<file path="src/hw/rvCorePkg.sv">
package rvCorePkg;

    localparam int XLEN = 32;
    localparam int REG_ADDR_W = 5;

    // RV32I major opcodes handled by the core
    typedef enum logic [6:0] {
        OP     = 7'b0110011,
        OP_IMM = 7'b0010011,
        LUI    = 7'b0110111,
        AUIPC  = 7'b0010111,
        JAL    = 7'b1101111,
        JALR   = 7'b1100111,
        BRANCH = 7'b1100011
    } rvOpcode_e;

    typedef enum logic [3:0] {
        ADD, SUB, SLL, SLT, SLTU, XOR, SRL, SRA, OR, AND, PASS_B
    } aluOp_e;

    typedef enum logic [1:0] {RS1, PC, ZERO} aluSrc1_e;
    typedef enum logic [1:0] {RS2, IMM, FOUR} aluSrc2_e;

    // Coarse ALU class from decode, refined by funct3/funct7 in execute
    typedef enum logic [1:0] {CLS_ADD, CLS_IMM, CLS_REG, CLS_PASS} aluClass_e;

    typedef enum logic [2:0] {IMM_I, IMM_S, IMM_B, IMM_U, IMM_J} immSel_e;

endpackage

</file>
<file path="src/hw/executeStage.sv">
module executeStage (
    input  logic                                clk,
    input  logic                                arstN,
    input  logic                                idValid,
    input  logic [rvCorePkg::XLEN-1:0]          idPc,
    input  logic [rvCorePkg::XLEN-1:0]          rs1Data,
    input  logic [rvCorePkg::XLEN-1:0]          rs2Data,
    input  logic [rvCorePkg::XLEN-1:0]          imm,
    input  logic [rvCorePkg::REG_ADDR_W-1:0]    rd,
    input  logic [2:0]                          funct3,
    input  logic [6:0]                          funct7,
    input  logic                                regWrite,
    input  rvCorePkg::aluSrc1_e                 aluSrc1,
    input  rvCorePkg::aluSrc2_e                 aluSrc2,
    input  rvCorePkg::aluClass_e                aluOpClass,
    output logic                                wbEn,
    output logic [rvCorePkg::REG_ADDR_W-1:0]    wbRd,
    output logic [rvCorePkg::XLEN-1:0]          wbData,
    output logic                                retireValid,
    output logic [rvCorePkg::XLEN-1:0]          retirePc,
    output logic [rvCorePkg::REG_ADDR_W-1:0]    retireRd,
    output logic [rvCorePkg::XLEN-1:0]          retireData
);
    import rvCorePkg::*;

    logic exValid;
    logic [XLEN-1:0] exPc, exRs1, exRs2, exImm;
    logic [REG_ADDR_W-1:0] exRd;
    logic [2:0] exFunct3;
    logic [6:0] exFunct7;
    logic exRegWrite;
    aluSrc1_e exSrc1;
    aluSrc2_e exSrc2;
    aluClass_e exClass;
    aluOp_e aluOp;
    logic [XLEN-1:0] opA, opB, result;
    logic [4:0] shamt;
    logic writesRd;

    always_ff @(posedge clk or negedge arstN) begin
        if (!arstN) begin
            exValid <= 1'b0;
        end else begin
            exValid <= idValid;
        end
    end

    always_ff @(posedge clk) begin
        if (idValid) begin
            exPc       <= idPc;
            exRs1      <= rs1Data;
            exRs2      <= rs2Data;
            exImm      <= imm;
            exRd       <= rd;
            exFunct3   <= funct3;
            exFunct7   <= funct7;
            exRegWrite <= regWrite;
            exSrc1     <= aluSrc1;
            exSrc2     <= aluSrc2;
            exClass    <= aluOpClass;
        end
    end

    always_comb begin
        aluOp = ADD;
        if (exClass == CLS_PASS) begin
            aluOp = PASS_B;
        end else if (exClass != CLS_ADD) begin
            case (exFunct3)
                // Immediate forms have no SUB
                3'b000:  aluOp = (exClass == CLS_REG && exFunct7[5]) ? SUB : ADD;
                3'b001:  aluOp = SLL;
                3'b010:  aluOp = SLT;
                3'b011:  aluOp = SLTU;
                3'b100:  aluOp = XOR;
                3'b101:  aluOp = exFunct7[5] ? SRA : SRL;
                3'b110:  aluOp = OR;
                default: aluOp = AND;
            endcase
        end
    end

    always_comb begin
        case (exSrc1)
            PC:      opA = exPc;
            ZERO:    opA = '0;
            default: opA = exRs1;
        endcase
        case (exSrc2)
            IMM:     opB = exImm;
            FOUR:    opB = XLEN'(4);
            default: opB = exRs2;
        endcase
    end

    assign shamt = opB[4:0];

    always_comb begin
        case (aluOp)
            SUB:     result = opA - opB;
            SLL:     result = opA << shamt;
            SLT:     result = XLEN'($signed(opA) < $signed(opB));
            SLTU:    result = XLEN'(opA < opB);
            XOR:     result = opA ^ opB;
            SRL:     result = opA >> shamt;
            SRA:     result = $unsigned($signed(opA) >>> shamt);
            OR:      result = opA | opB;
            AND:     result = opA & opB;
            PASS_B:  result = opB;
            default: result = opA + opB;
        endcase
    end

    // Branches and unknown opcodes carry regWrite low, so rd reads as x0
    assign writesRd = exRegWrite && exRd != '0;

    assign wbEn   = exValid && writesRd;
    assign wbRd   = exRd;
    assign wbData = result;

    assign retireValid = exValid;
    assign retirePc    = exPc;
    assign retireRd    = exRegWrite ? exRd : '0;
    assign retireData  = writesRd ? result : '0;

endmodule

</file>
<file path="config.mk">
export PLATFORM = sky130hd
export DESIGN_NAME = executeStage
export DESIGN_NICKNAME = d
export VERILOG_FILES = /design/src/hw/rvCorePkg.sv /design/src/hw/executeStage.sv
export SDC_FILE = /design/constraint.sdc
export NUM_CORES = 1
export LEC_CHECK = 0
export BUFFER_PORTS_ARGS = -buffer_cell sky130_fd_sc_hd__buf_2
export CAP_MARGIN = 20
export CORE_AREA = 4 4 168 170
export DETAILED_ROUTE_END_ITERATION = 7
export DIE_AREA = 0 0 172 174
export HOLD_SLACK_MARGIN = 0.02
export PLACE_DENSITY = 0.85
export SYNTH_ARGS = -nofsm -noshare
export SYNTH_HDL_FRONTEND = slang
export SYNTH_SLANG_ARGS = --single-unit
</file>
<file path="constraint.sdc">
create_clock -name clk -period 7.3 [get_ports clk]
set_clock_uncertainty 0.2 [all_clocks]
set_input_delay 0.365 -clock clk [delete_from_list [all_inputs] [get_ports clk]]
set_output_delay 0.365 -clock clk [all_outputs]
set_load 0.03 [all_outputs]
</file>
-- After elaboration in Yosys (flattened, before gate mapping)
Index checks and enable logic that the tools add are counted.
- add/sub/neg operators: 2
- shifts and indexed selects: 3
- mux-type cells: 10
- equality and inequality tests: 22
- order comparisons: 2
- bitwise logic cells: 3
- reduce and logical (&&, ||, !) cells: 6
- operator list (operator ; number):
    32-bit one-hot mux with 10 select lines ; 1
    32-bit one-hot mux with 2 select lines ; 2
    32-bit less-than comparator ; 2
    32-bit adder ; 1
    32-bit AND ; 1
    32-bit 2-to-1 mux ; 1
    32-bit bitwise OR ; 1
    32-bit by 5-bit left shift with 32-bit output ; 1
    32-bit by 5-bit >> shifter with 32-bit output ; 1
    32-bit by 5-bit >>> shifter with 32-bit output ; 1
    32-bit subtractor ; 1
    32-bit bitwise XOR ; 1
    4-bit one-hot mux with 7 select lines ; 1
    4-bit by 3-bit == test with 1-bit output (second input constant) ; 4
    4-bit == test (second input constant) ; 3
    3-bit == test (second input constant) ; 3
    2-bit == test (second input constant) ; 4
    4-bit by 2-bit == test with 1-bit output (second input constant) ; 2
    4-bit 2-to-1 mux ; 2
    3-bit by 2-bit == test with 1-bit output (second input constant) ; 2
    5-bit 2-to-1 mux ; 1
    5-bit nonzero test ; 1
    2-bit by 1-bit == test with 1-bit output (second input constant) ; 2
    4-bit by 1-bit == test with 1-bit output (second input constant) ; 1
    other kinds (5) ; 8
- bits of input ports: 153
- output and inout bits: 108
- logic and storage cells: 60
- register bits after elaboration: 150

-- Logic depth before layout (Yosys ltp)
Gate-level depths: netlist of the first run.
- depth in word-level cells: 9
- mapped depth: 21

-- Worst setup path after synthesis of the first run
OpenSTA, ideal clock, no wires.
- path type: reg-to-output
- start: reg exSrc2[0]
- end: out retireData[15] (netlist bit)
- arrival: 5.091 ns
- data required time: 6.735 ns
- stages on the path, launching flop included: 20
- path slack: 1.644 ns
- buffers on the path: 6
- cell sequence: edfxtp_1 -> ha_1 -> nor2b_1 -> buf_2 -> a22oi_1 -> buf_2 -> clkbuf_1 -> buf_2 -> buf_2 -> ha_1 -> buf_6 -> or3b_1 -> a21oi_2 -> o2111ai_1 -> a21oi_2 -> o21ai_0 -> nand2_1 -> o31ai_1 -> a211oi_1 -> and2_1
- cells in the longest elaborated chain, start to end: 5
- elaborated cells between the ends (all ways): 13
- classes of those cells: add/sub (2); eq/ne (2); shift (3); mux (3); bitwise (3)
- RTL lines (element ; RTL line ; text):
    start, declared ; executeStage.sv:33 ; aluSrc2_e exSrc2;
    start signal, assigned ; executeStage.sv:59 ; exSrc2 <= aluSrc2;
    2-bit == test / 2-bit by 1-bit == test with 1-bit output (equally long branches) ; executeStage.sv:89 ; case (exSrc2)
    32-bit one-hot mux with 2 select lines * ; executeStage.sv:89 ;
    32-bit adder (tied with other cells) ; executeStage.sv:110 ; default: result = opA + opB;
    32-bit one-hot mux with 10 select lines * ; executeStage.sv:99 ; case (aluOp)
    named net wbData, one bit ; executeStage.sv:18 ; output logic [rvCorePkg::XLEN-1:0] wbData,
    32-bit 2-to-1 mux * ; executeStage.sv:124 ; assign retireData = writesRd ? result : '0;
    end, declared ; executeStage.sv:22 ; output logic [rvCorePkg::XLEN-1:0] retireData
The timed path passes the listed nets; every way through them passes the cells marked *.

-- Worst setup path after layout of the first run
- start: reg exSrc1[1]
- end: out retireData[30] (netlist bit)
- cells in the longest elaborated chain, start to end: 5
- elaborated cells between the ends (all ways): 13
- classes of those cells: add/sub (2); eq/ne (2); shift (3); mux (3); bitwise (3)
- RTL lines (element ; RTL line ; text):
    start, declared ; executeStage.sv:32 ; aluSrc1_e exSrc1;
    start signal, assigned ; executeStage.sv:58 ; exSrc1 <= aluSrc1;
    2-bit == test / 2-bit by 1-bit == test with 1-bit output (equally long branches) ; executeStage.sv:84 ; case (exSrc1)
    32-bit one-hot mux with 2 select lines * ; executeStage.sv:84 ;
    32-bit adder (tied with other cells) ; executeStage.sv:110 ;
    32-bit one-hot mux with 10 select lines * ; executeStage.sv:99 ;
    32-bit 2-to-1 mux * ; executeStage.sv:124 ;
Every way passes the cells marked *; elsewhere a longest branch is shown, timed or not.

==> summary.md, run 1 <==
| Metric | Value |
|---|---|
| Outcome | `finished, final reports clean` |
| Cell count after synthesis | `1,672` |
| Vias/cell | `6.69` |
| IO Pins | `261` |
| Filler cells | `2,120` |
| Global-route wire length before repair | `90,700 µm` |
| Crit-path cells | `inv_1, ha_1, nor2b_1, buf_4, a22o_1, ha_1, inv_1, fa_1, nand2b_1, a21oi_1, o31ai_1, a21boi_1, o21a_1, o41ai_1, o22ai_1, or3b_1, o21a_1, and2_1, buf_2` |
| Mean post-synth cell area | `8.67 µm²` |
| Slew Limit Headroom | `0.240` |
| Cell Area, Placed | `0.0159 mm²` |
| Layout area overhead | `24.2%` |
| Slew Limit Fails | `0` |
| Most common cell in the netlist | `edfxtp_1` |
| Fmax | `152 MHz` |
| Power per cell area | `252 mW/mm²` |
| Post-synth top cells | `edfxtp_1, a21oi_1, nor2_1` |
| Largest net degree at the start of global routing | `77` |
| # hold bufs at CTS | `146` |
| Asr flop ratio synth | `0.00690` |
| GRT Util Overall | `0.394` |
| CTS buffer count | `17` |
| Core Area | `0.0267 mm²` |
| Initial antenna violation count | `4` |
| Post-synth EDFFs | `144` |
| Die Ht | `174 µm` |
| Post-DRT Antenna Nets | `0` |
| Critical path endpoint category | `output pin` |
| Hold wc startpoint | `idValid` |
| Critical path class | `flop to output pin` |
| Leak | `0.00760 µW` |
| Place WS | `1450 ps` |
| Initial Util | `0.542` |
| Crit-path slowest cell | `o41ai_1` |
| Antenna diode count | `0` |
| Crit path max fanout | `23` |
| Top_reg_cell synth | `edfxtp_1` |
| Share of the synthesized area in the top cell type | `0.298` |
| Final min period | `6560 ps` |
| Slowest stage delay, CP | `750 ps` |
| WL/cell | `25.6 µm` |
| Final setup margin | `741 ps` |
| Total power | `4530 µW` |
| # setup viols final | `0` |
| Synth cell types | `94` |
| Syn_nets | `1,927` |
| Min-Delay Path Depth | `1` |
| Yosys top cell by area | `edfxtp_1` |
| CTS tree | `done` |
| Multi-input logic area | `0.00917 mm²` |
| Layout cell share with drive strength beyond 1 | `0.191` |
| Drt initial violations | `2,134` |
| IO Port Bufs | `254` |
| Die span in x | `172 µm` |
| Mapped cell area | `0.0145 mm²` |
| CTS root buf | `clkbuf_16` |
| Hold WC Path Type | `input port to flop` |
| Final Hold Fails | `0` |
| Via count | `15,842` |
| Critical Path RT | `6730 ps` |
| CTS HTree Levels | `4` |
| Routed WL | `60,700 µm` |
| Worst-Margin Slew | `1130 ps` |
| Layout Nets | `2,269` |
| RSZ-0062 raised after global routing | `false` |
| CTS Buffer Depth | `2` |
| Sequential cell area | `0.00435 mm²` |
| Row cnt | `60` |
| Vias in the first global route | `15,272` |
| Synth area leaders | `edfxtp_1, ha_1, mux2i_1` |
| Placer congestion estimate | `1.04` |
| Post-CTS Setup Inserts | `0` |
| Hold Path End | `retireValid$_DFF_PN0_` |
| Seq/Total Area, Yosys | `0.300` |
| Iteration count of the initial detailed-routing pass | `6` |
| Die area | `0.0299 mm²` |
| Post-synthesis register bit count | `145` |
| Sink Count | `145` |
| DP HPWL | `42,700 µm` |
| Drc violations | `0` |
| Crit path launch type | `flop` |
| Worst IR Drop VDD | `190 µV` |
| Worst EP arrival | `5990 ps` |
| Max-cap violations | `0` |
| Cts repair resizes | `0` |
| Synth Warn # | `0` |
| Final instance area | `0.0180 mm²` |
| Final worst path period share | `0.898` |
| Grt ovf | `0` |
| Clk slew on worst S/H paths | `90 ps` |
| TNS Setup | `0 ps` |
## cells in the final DEF (no fill, tap or decap), types with 13 or more instances in the layout
cell	netlist	final
edfxtp_1	144	144
nor2_1	128	127
and2_1	41	41
o22ai_1	19	19
o21a_1	15	15
mux2i_1	92	92
a31oi_1	18	18
o211ai_1	42	42
clkbuf_16	0	17
a211oi_1	42	42
a21o_1	18	18
inv_1	90	90
a22o_1	25	25
buf_4	14	46
a22oi_1	49	48
nor3_1	39	39
dlygate4sd3_1	0	146
o21ai_0	87	87
ha_1	100	100
nand3_1	37	37
nand2b_1	13	13
buf_2	39	253
nand2_1	126	126
nand4_1	18	18
o221ai_1	16	16
a221oi_1	22	22
a21oi_1	132	131
nand3b_1	16	16
o31ai_1	17	17
## cell families after synthesis
logic type | synth area share
buffers and inverters | 0.0696
AOI/OAI and AO/OA | 0.295
DFF | 0.300
and+or+nand+nor | 0.161
adders and majority gates | 0.0891
xor gates and xnor gates | 0.0102
muxes | 0.0744
## routing by layer
layer | GRT usage | part of all wire
met5 | 0 | 0.00076
met2 | 0.626 | 0.46
met4 | 0.198 | 0.061
met3 | 0.0821 | 0.10
met1 | 0.508 | 0.38
## final cells by class
cell class,instances,share of cell area
Tap cell,341,0.0237
Timing Repair Buffer,446,0.171
Inverter,98,0.0204
Multi-Input combinational cell,1306,0.509
Clock buffer,17,0.0236
Clock inverter,15,0.0100
Sequential cell,145,0.242
## worst max path at each step
stage / start / cells after the start / slack (ps) / end
6_report: exSrc1[1]$_DFFE_PP_ / 19 / 740 / retireData[30]
5_1_grt: exSrc1[1]$_DFFE_PP_ / 19 / 430 / retireData[30]
4_1_cts: exSrc1[0]$_DFFE_PP_ / 18 / 950 / retireData[30]
3_5_place_dp: exSrc1[0]$_DFFE_PP_ / 18 / 1450 / retireData[30]
3_3_place_gp: exSrc1[0]$_DFFE_PP_ / 16 / 1590 / retireData[30]
2_1_floorplan: exSrc2[0]$_DFFE_PP_ / 19 / 1640 / retireData[15]
## power breakdown
part,leakage [µW],switching [µW],internal (µW)
logic,0.00589,1720,842
clock network,0.000292,485,468
registers,0.00142,31.2,989
## critical path, delay by kind of cell (launching register included)
family | cells | cell delay, ps
AND/OR/NAND/NOR | 4 | 840
flip-flops | 1 | 380
buffers and inverters | 4 | 590
adder cells (fa/ha/maj) | 3 | 1220
AO/OA/AOI/OAI | 8 | 2530
## flip-flops by register name, indices dropped and copies added, names as in the netlist
register / cells
wbRd: 5
retireValid: 1
exImm: 32
exRegWrite: 1
exSrc2: 2
exRs1: 32
retirePc: 32
exRs2: 32
exClass: 2
exFunct7: 1
exSrc1: 2
exFunct3: 3
## metrics by stage
step                      hold WS, ps  utilization  instances
after floorplan                  -131            -       1672
after detailed placement        -60.1        0.596       2190
after global routing              210        0.674       2368
after global placement          -60.6        0.596       2190
after CTS                         166        0.674       2368
final                             180        0.674       2368
(Power assumes the default switching activity.)
==> run 2: changes to the inputs <==
Settings changed: CORE_AREA 4 4 168 170 to 4 4 185 187, DIE_AREA 0 0 172 174 to 0 0 189 191, PLACE_DENSITY 0.85 to 0.73.
Clock period 7.3 ns to 8 ns, I/O delays scaled along.
==> run 2 against run 1 <==
Effect of this change:
- clock power is 17% lower
- routed wire length is 2.3% lower
- sequential power is 9% lower
- design area hardly changed
- critical endpoint unchanged
- largest cell class unchanged
==> summary.md, run 2 (synthesis gave the netlist of run 1 again) <==
| Metric | Value |
|---|---|
| Post-CTS Setup Inserts | `0` |
| Critical Path RT | `7400 ps` |
| TNS Setup | `0 ps` |
| Worst-Margin Slew | `1170 ps` |
| Iteration count of the initial detailed-routing pass | `6` |
| # hold bufs at CTS | `145` |
| Leak | `0.00752 µW` |
| Cts repair resizes | `0` |
| Grt ovf | `0` |
| Layout cell share with drive strength beyond 1 | `0.186` |
| Die span in x | `189 µm` |
| Die area | `0.0361 mm²` |
| IO Port Bufs | `254` |
| Critical path class | `flop to output pin` |
| # setup viols final | `0` |
| Power per cell area | `224 mW/mm²` |
| Slew Limit Headroom | `0.217` |
| Placer congestion estimate | `1.02` |
| CTS root buf | `clkbuf_16` |
| Critical path endpoint category | `output pin` |
| Row cnt | `66` |
| Core Area | `0.0325 mm²` |
| Place WS | `1910 ps` |
| Vias/cell | `6.29` |
| Vias in the first global route | `14,651` |
| Worst EP arrival | `6120 ps` |
| Via count | `15,442` |
| Most common cell after layout, fill and taps aside | `buf_2` |
| Clk slew on worst S/H paths | `70 ps` |
| Fmax | `149 MHz` |
| Max-cap violations | `0` |
| Drt initial violations | `1,828` |
| Drc violations | `0` |
| WL/cell | `24.1 µm` |
| Largest net degree at the start of global routing | `82` |
| Initial Util | `0.447` |
| Final worst path period share | `0.839` |
| Layout Nets | `2,257` |
| Final Hold Fails | `0` |
| Antenna diode count | `0` |
| CTS Buffer Depth | `2` |
| Routed WL | `59,200 µm` |
| Post-DRT Antenna Nets | `0` |
| Die Ht | `191 µm` |
| GRT Util Overall | `0.316` |
| Initial antenna violation count | `1` |
| RSZ-0062 raised after global routing | `false` |
| Crit path launch type | `flop` |
| Outcome | `finished, final reports clean` |
| CTS HTree Levels | `4` |
| Cell Area, Placed | `0.0160 mm²` |
| CTS tree | `done` |
| Sink Count | `145` |
| Layout area overhead | `24.2%` |
| Hold WC Path Type | `input port to asynchronous set/reset pin` |
| Final min period | `6720 ps` |
| Filler cells | `2,951` |
| DP HPWL | `42,900 µm` |
| Crit path max fanout | `25` |
| Slew Limit Fails | `0` |
| CTS buffer count | `17` |
| Worst IR Drop VDD | `168 µV` |
| IO Pins | `261` |
| Final setup margin | `1280 ps` |
| Final instance area | `0.0180 mm²` |
| Global-route wire length before repair | `88,000 µm` |
| Most frequent cells in the layout | `buf_2, dlygate4sd3_1, edfxtp_1` |
==> run 2: changes by cell type in the layout (fill, tap and decap cells not counted) <==
cell	previous run	this run
buf_4	46	35
inv_8	5	0
clkinv_8	4	0
clkinv_2	0	3
bufinv_16	0	2
clkbuf_1	0	2
clkinv_4	1	2
clkinvlp_4	1	2
dlygate4sd3_1	146	145
inv_12	1	0
==> run 2: cell type report <==
type	instances	area (µm²)	area share
Multi-Input combinational cell	1306	9170	0.510
Sequential cell	145	4350	0.242
Timing Repair Buffer	434	2990	0.166
Tap cell	442	553	0.0307
Clock buffer	19	433	0.0241
Inverter	98	368	0.0204
Clock inverter	12	134	0.00744
==> run 2: routing by layer <==
metal / GRT usage / wire length, µm
met2: 0.511 / 27500
met1: 0.411 / 23700
met3: 0.0579 / 5140
met5: 0 / 13
met4: 0.145 / 2890
==> run 2: report_power, final <==
part / internal [µW] / switching [µW]
Clock: 458 / 329
Sequential: 904 / 27.4
Combinational: 758 / 1550
Total: 2120 / 1910
==> run 2: how the worst max path moves through the flow <==
stage	startpoint	end	slack, ps
detailed placement	exSrc2[0]$_DFFE_PP_	retireData[30]	1910
CTS	exSrc2[0]$_DFFE_PP_	retireData[30]	1410
global placement	exSrc2[0]$_DFFE_PP_	retireData[30]	1990
finish	exSrc2[1]$_DFFE_PP_	retireData[30]	1280
floorplan	exSrc2[0]$_DFFE_PP_	retireData[15]	2310
global route	exSrc2[1]$_DFFE_PP_	retireData[30]	900
==> run 2: per-stage QoR <==
step / hold WS (ps) / utilization / power [µW] / std cells
finish: 41.5 / 0.555 / 4030 / 2456
global route: 47.1 / 0.555 / 4220 / 2456
detailed placement: -25.1 / 0.492 / 3130 / 2280
floorplan: -95.6 / - / 2510 / 1672
CTS: 34.8 / 0.555 / 3980 / 2456
global placement: -25.1 / 0.492 / 3110 / 2280
==> run 2: worst max-delay path, stage by stage (launching register included) <==
cell and delay (ps):
edfxtp_1 390, ha_1 400, nor2b_2 690, a22oi_1 150, buf_4 300, ha_1 450, nor2b_1 70, o21a_1 240
o31ai_1 550, a21boi_1 150, o21a_1 280, o41ai_1 850, o22ai_1 200, or3b_1 390, o21a_1 220, and2_1 130
buf_2 170
==> run 3: changes to the inputs <==
Clock period 8 ns to 6.9 ns, I/O delays scaled along.
==> run 3 against run 2 <==
Effect of this change:
- via count up 1.5%
- core utilization up 0.31 points
- first-iteration DRC count up 7.4%
- combinational power up 17%
- largest cell class unchanged
- highest routed layer unchanged
==> summary.md, run 3 (synthesis gave the netlist of run 1 again) <==
| Metric | Value |
|---|---|
| Outcome | `finished, final reports clean` |
| Slew Limit Fails | `0` |
| Die span in x | `189 µm` |
| RSZ-0062 raised after global routing | `false` |
| Most frequent cells in the layout | `buf_2, dlygate4sd3_1, edfxtp_1` |
| Die area | `0.0361 mm²` |
| Crit-path cells | `inv_1, ha_1, buf_4, a22oi_1, buf_4, inv_1, ha_1, o21a_1, o31ai_1, a21boi_1, o21a_1, o41ai_1, o22ai_1, or3b_1, o21a_1, and2_1, buf_2` |
| CTS tree | `done` |
| CTS Buffer Depth | `2` |
| Leak | `0.00758 µW` |
| Delay-heaviest family, CP | `compound AO/OA/AOI/OAI gates` |
| Clock share of power | `0.202` |
| Initial antenna violation count | `1` |
| Worst EP arrival | `5990 ps` |
| Sw Share | `0.483` |
| Crit-path slowest cell | `o41ai_1` |
| CTS HTree Levels | `4` |
| Critical path buffers and inverters | `5` |
| Fmax | `153 MHz` |
| Layout cell share with drive strength beyond 1 | `0.191` |
| Logic pwr share | `0.570` |
| Antenna diode count | `0` |
| Die Ht | `191 µm` |
| # setup viols final | `0` |
| DP HPWL | `43,300 µm` |
| Iteration count of the initial detailed-routing pass | `7` |
| Worst-Margin Slew | `1090 ps` |
| Layout Nets | `2,266` |
| Non-filler instance count after layout | `2,466` |
| Most common cell after layout, fill and taps aside | `buf_2` |
| Drc violations | `0` |
| DP Cell Count | `2,288` |
| Post-DRT Antenna Nets | `0` |
| IO Port Bufs | `254` |
| Critical Path RT | `6360 ps` |
| Vias in the first global route | `15,203` |
| Crit path launch type | `flop` |
| Slew Limit Headroom | `0.271` |
| Final min period | `6530 ps` |
| Final Hold Fails | `0` |
| CTS root buf | `clkbuf_16` |
| Cell Area, Placed | `0.0160 mm²` |
| Worst setup startpoint | `exSrc2[0]$_DFFE_PP_` |
| Placer congestion estimate | `1.01` |
| Final worst path period share | `0.946` |
| Worst path most repeated cell | `o21a_1` |
| Core Area | `0.0325 mm²` |
| P_int | `2450 µW` |
| Clk slew on worst S/H paths | `70 ps` |
| IO Pins | `261` |
| Critical path class | `flop to output pin` |
| Worst Setup EP | `retireData[30]` |
| Row cnt | `66` |
| Global-route wire length before repair | `89,900 µm` |
| TNS Setup | `0 ps` |
| Largest net degree at the start of global routing | `78` |
| Routed WL | `60,300 µm` |
| CTS buffer count | `17` |
| Critical path endpoint category | `output pin` |
| Final setup margin | `369 ps` |
| Via count | `15,667` |
| Place WS | `1120 ps` |
| Slowest stage delay, CP | `710 ps` |
| Worst IR Drop VDD | `207 µV` |
| Grt ovf | `0` |
| WP depth | `17` |
| Power per cell area | `261 mW/mm²` |
| GRT Util Overall | `0.322` |
| WL/cell | `24.5 µm` |
| Final instance area | `0.0181 mm²` |
| Crit path max fanout | `38` |
| Initial Util | `0.447` |
| Max-cap violations | `0` |
| NetSw | `2290 µW` |
| Sequential Power Share | `0.228` |
| Cts repair resizes | `0` |
| Hold wc startpoint | `idValid` |
| Layout area overhead | `24.9%` |
| Hold WC Path Type | `input port to flop` |
| Vias/cell | `6.35` |
| Drt initial violations | `1,963` |
| Sink Count | `145` |
## run 3: cell count changes in the layout (fill, tap and decap cells not counted), moves of 2 or more
cell      change
clkbuf_1      -2
buf_4         +8
inv_8         +2
clkinv_8      +3
## run 3: final cells by class
type                    count  area (µm²)
clock inverters            15         171
fillers                  2931       14400
clock buffers              17         425
flip-flops and latches    145        4350
multi-input cells        1306        9170
repair buffers            443        3060
inverters                  98         368
well taps                 442         553
## run 3: metrics by stage
stage	util	total power [µW]	hold WS (ps)
finish	0.558	4730	132
global route	0.558	4960	143
CTS	0.558	4660	107
detailed placement	0.494	3640	-80.1
global placement	0.494	3610	-79.9
floorplan	-	2910	-151
## run 3: timing repair
action	CTS	global route
endpoints found under the hold margin	145	0
setup buffers	0	0
hold buffers	146	0
## run 3: how the worst min path moves through the flow
stage | end | slack (ps) | cells past startpoint
2_1_floorplan | retireValid$_DFF_PN0_ | -150 | 0
3_3_place_gp | retireValid$_DFF_PN0_ | -80 | 1
3_5_place_dp | retireValid$_DFF_PN0_ | -80 | 1
4_1_cts | retireValid$_DFF_PN0_ | 110 | 1
5_1_grt | retireValid$_DFF_PN0_ | 140 | 1
6_report | retireValid$_DFF_PN0_ | 130 | 1
## run 3: power groups by stage
stage          clock network (µW)  registers [µW]  logic [µW]
2_1_floorplan                   0            1120        1790
3_3_place_gp                    0            1100        2510
3_5_place_dp                    0            1100        2540
4_1_cts                       968            1080        2620
5_1_grt                      1010            1090        2860
6_report                      956            1080        2700
## run 3: metal layers
layer	track usage	share of wire	wire length (µm)
met1	0.410	0.39	23600
met2	0.529	0.46	27900
met3	0.0668	0.095	5740
met4	0.145	0.052	3110
met5	0	0.00018	11
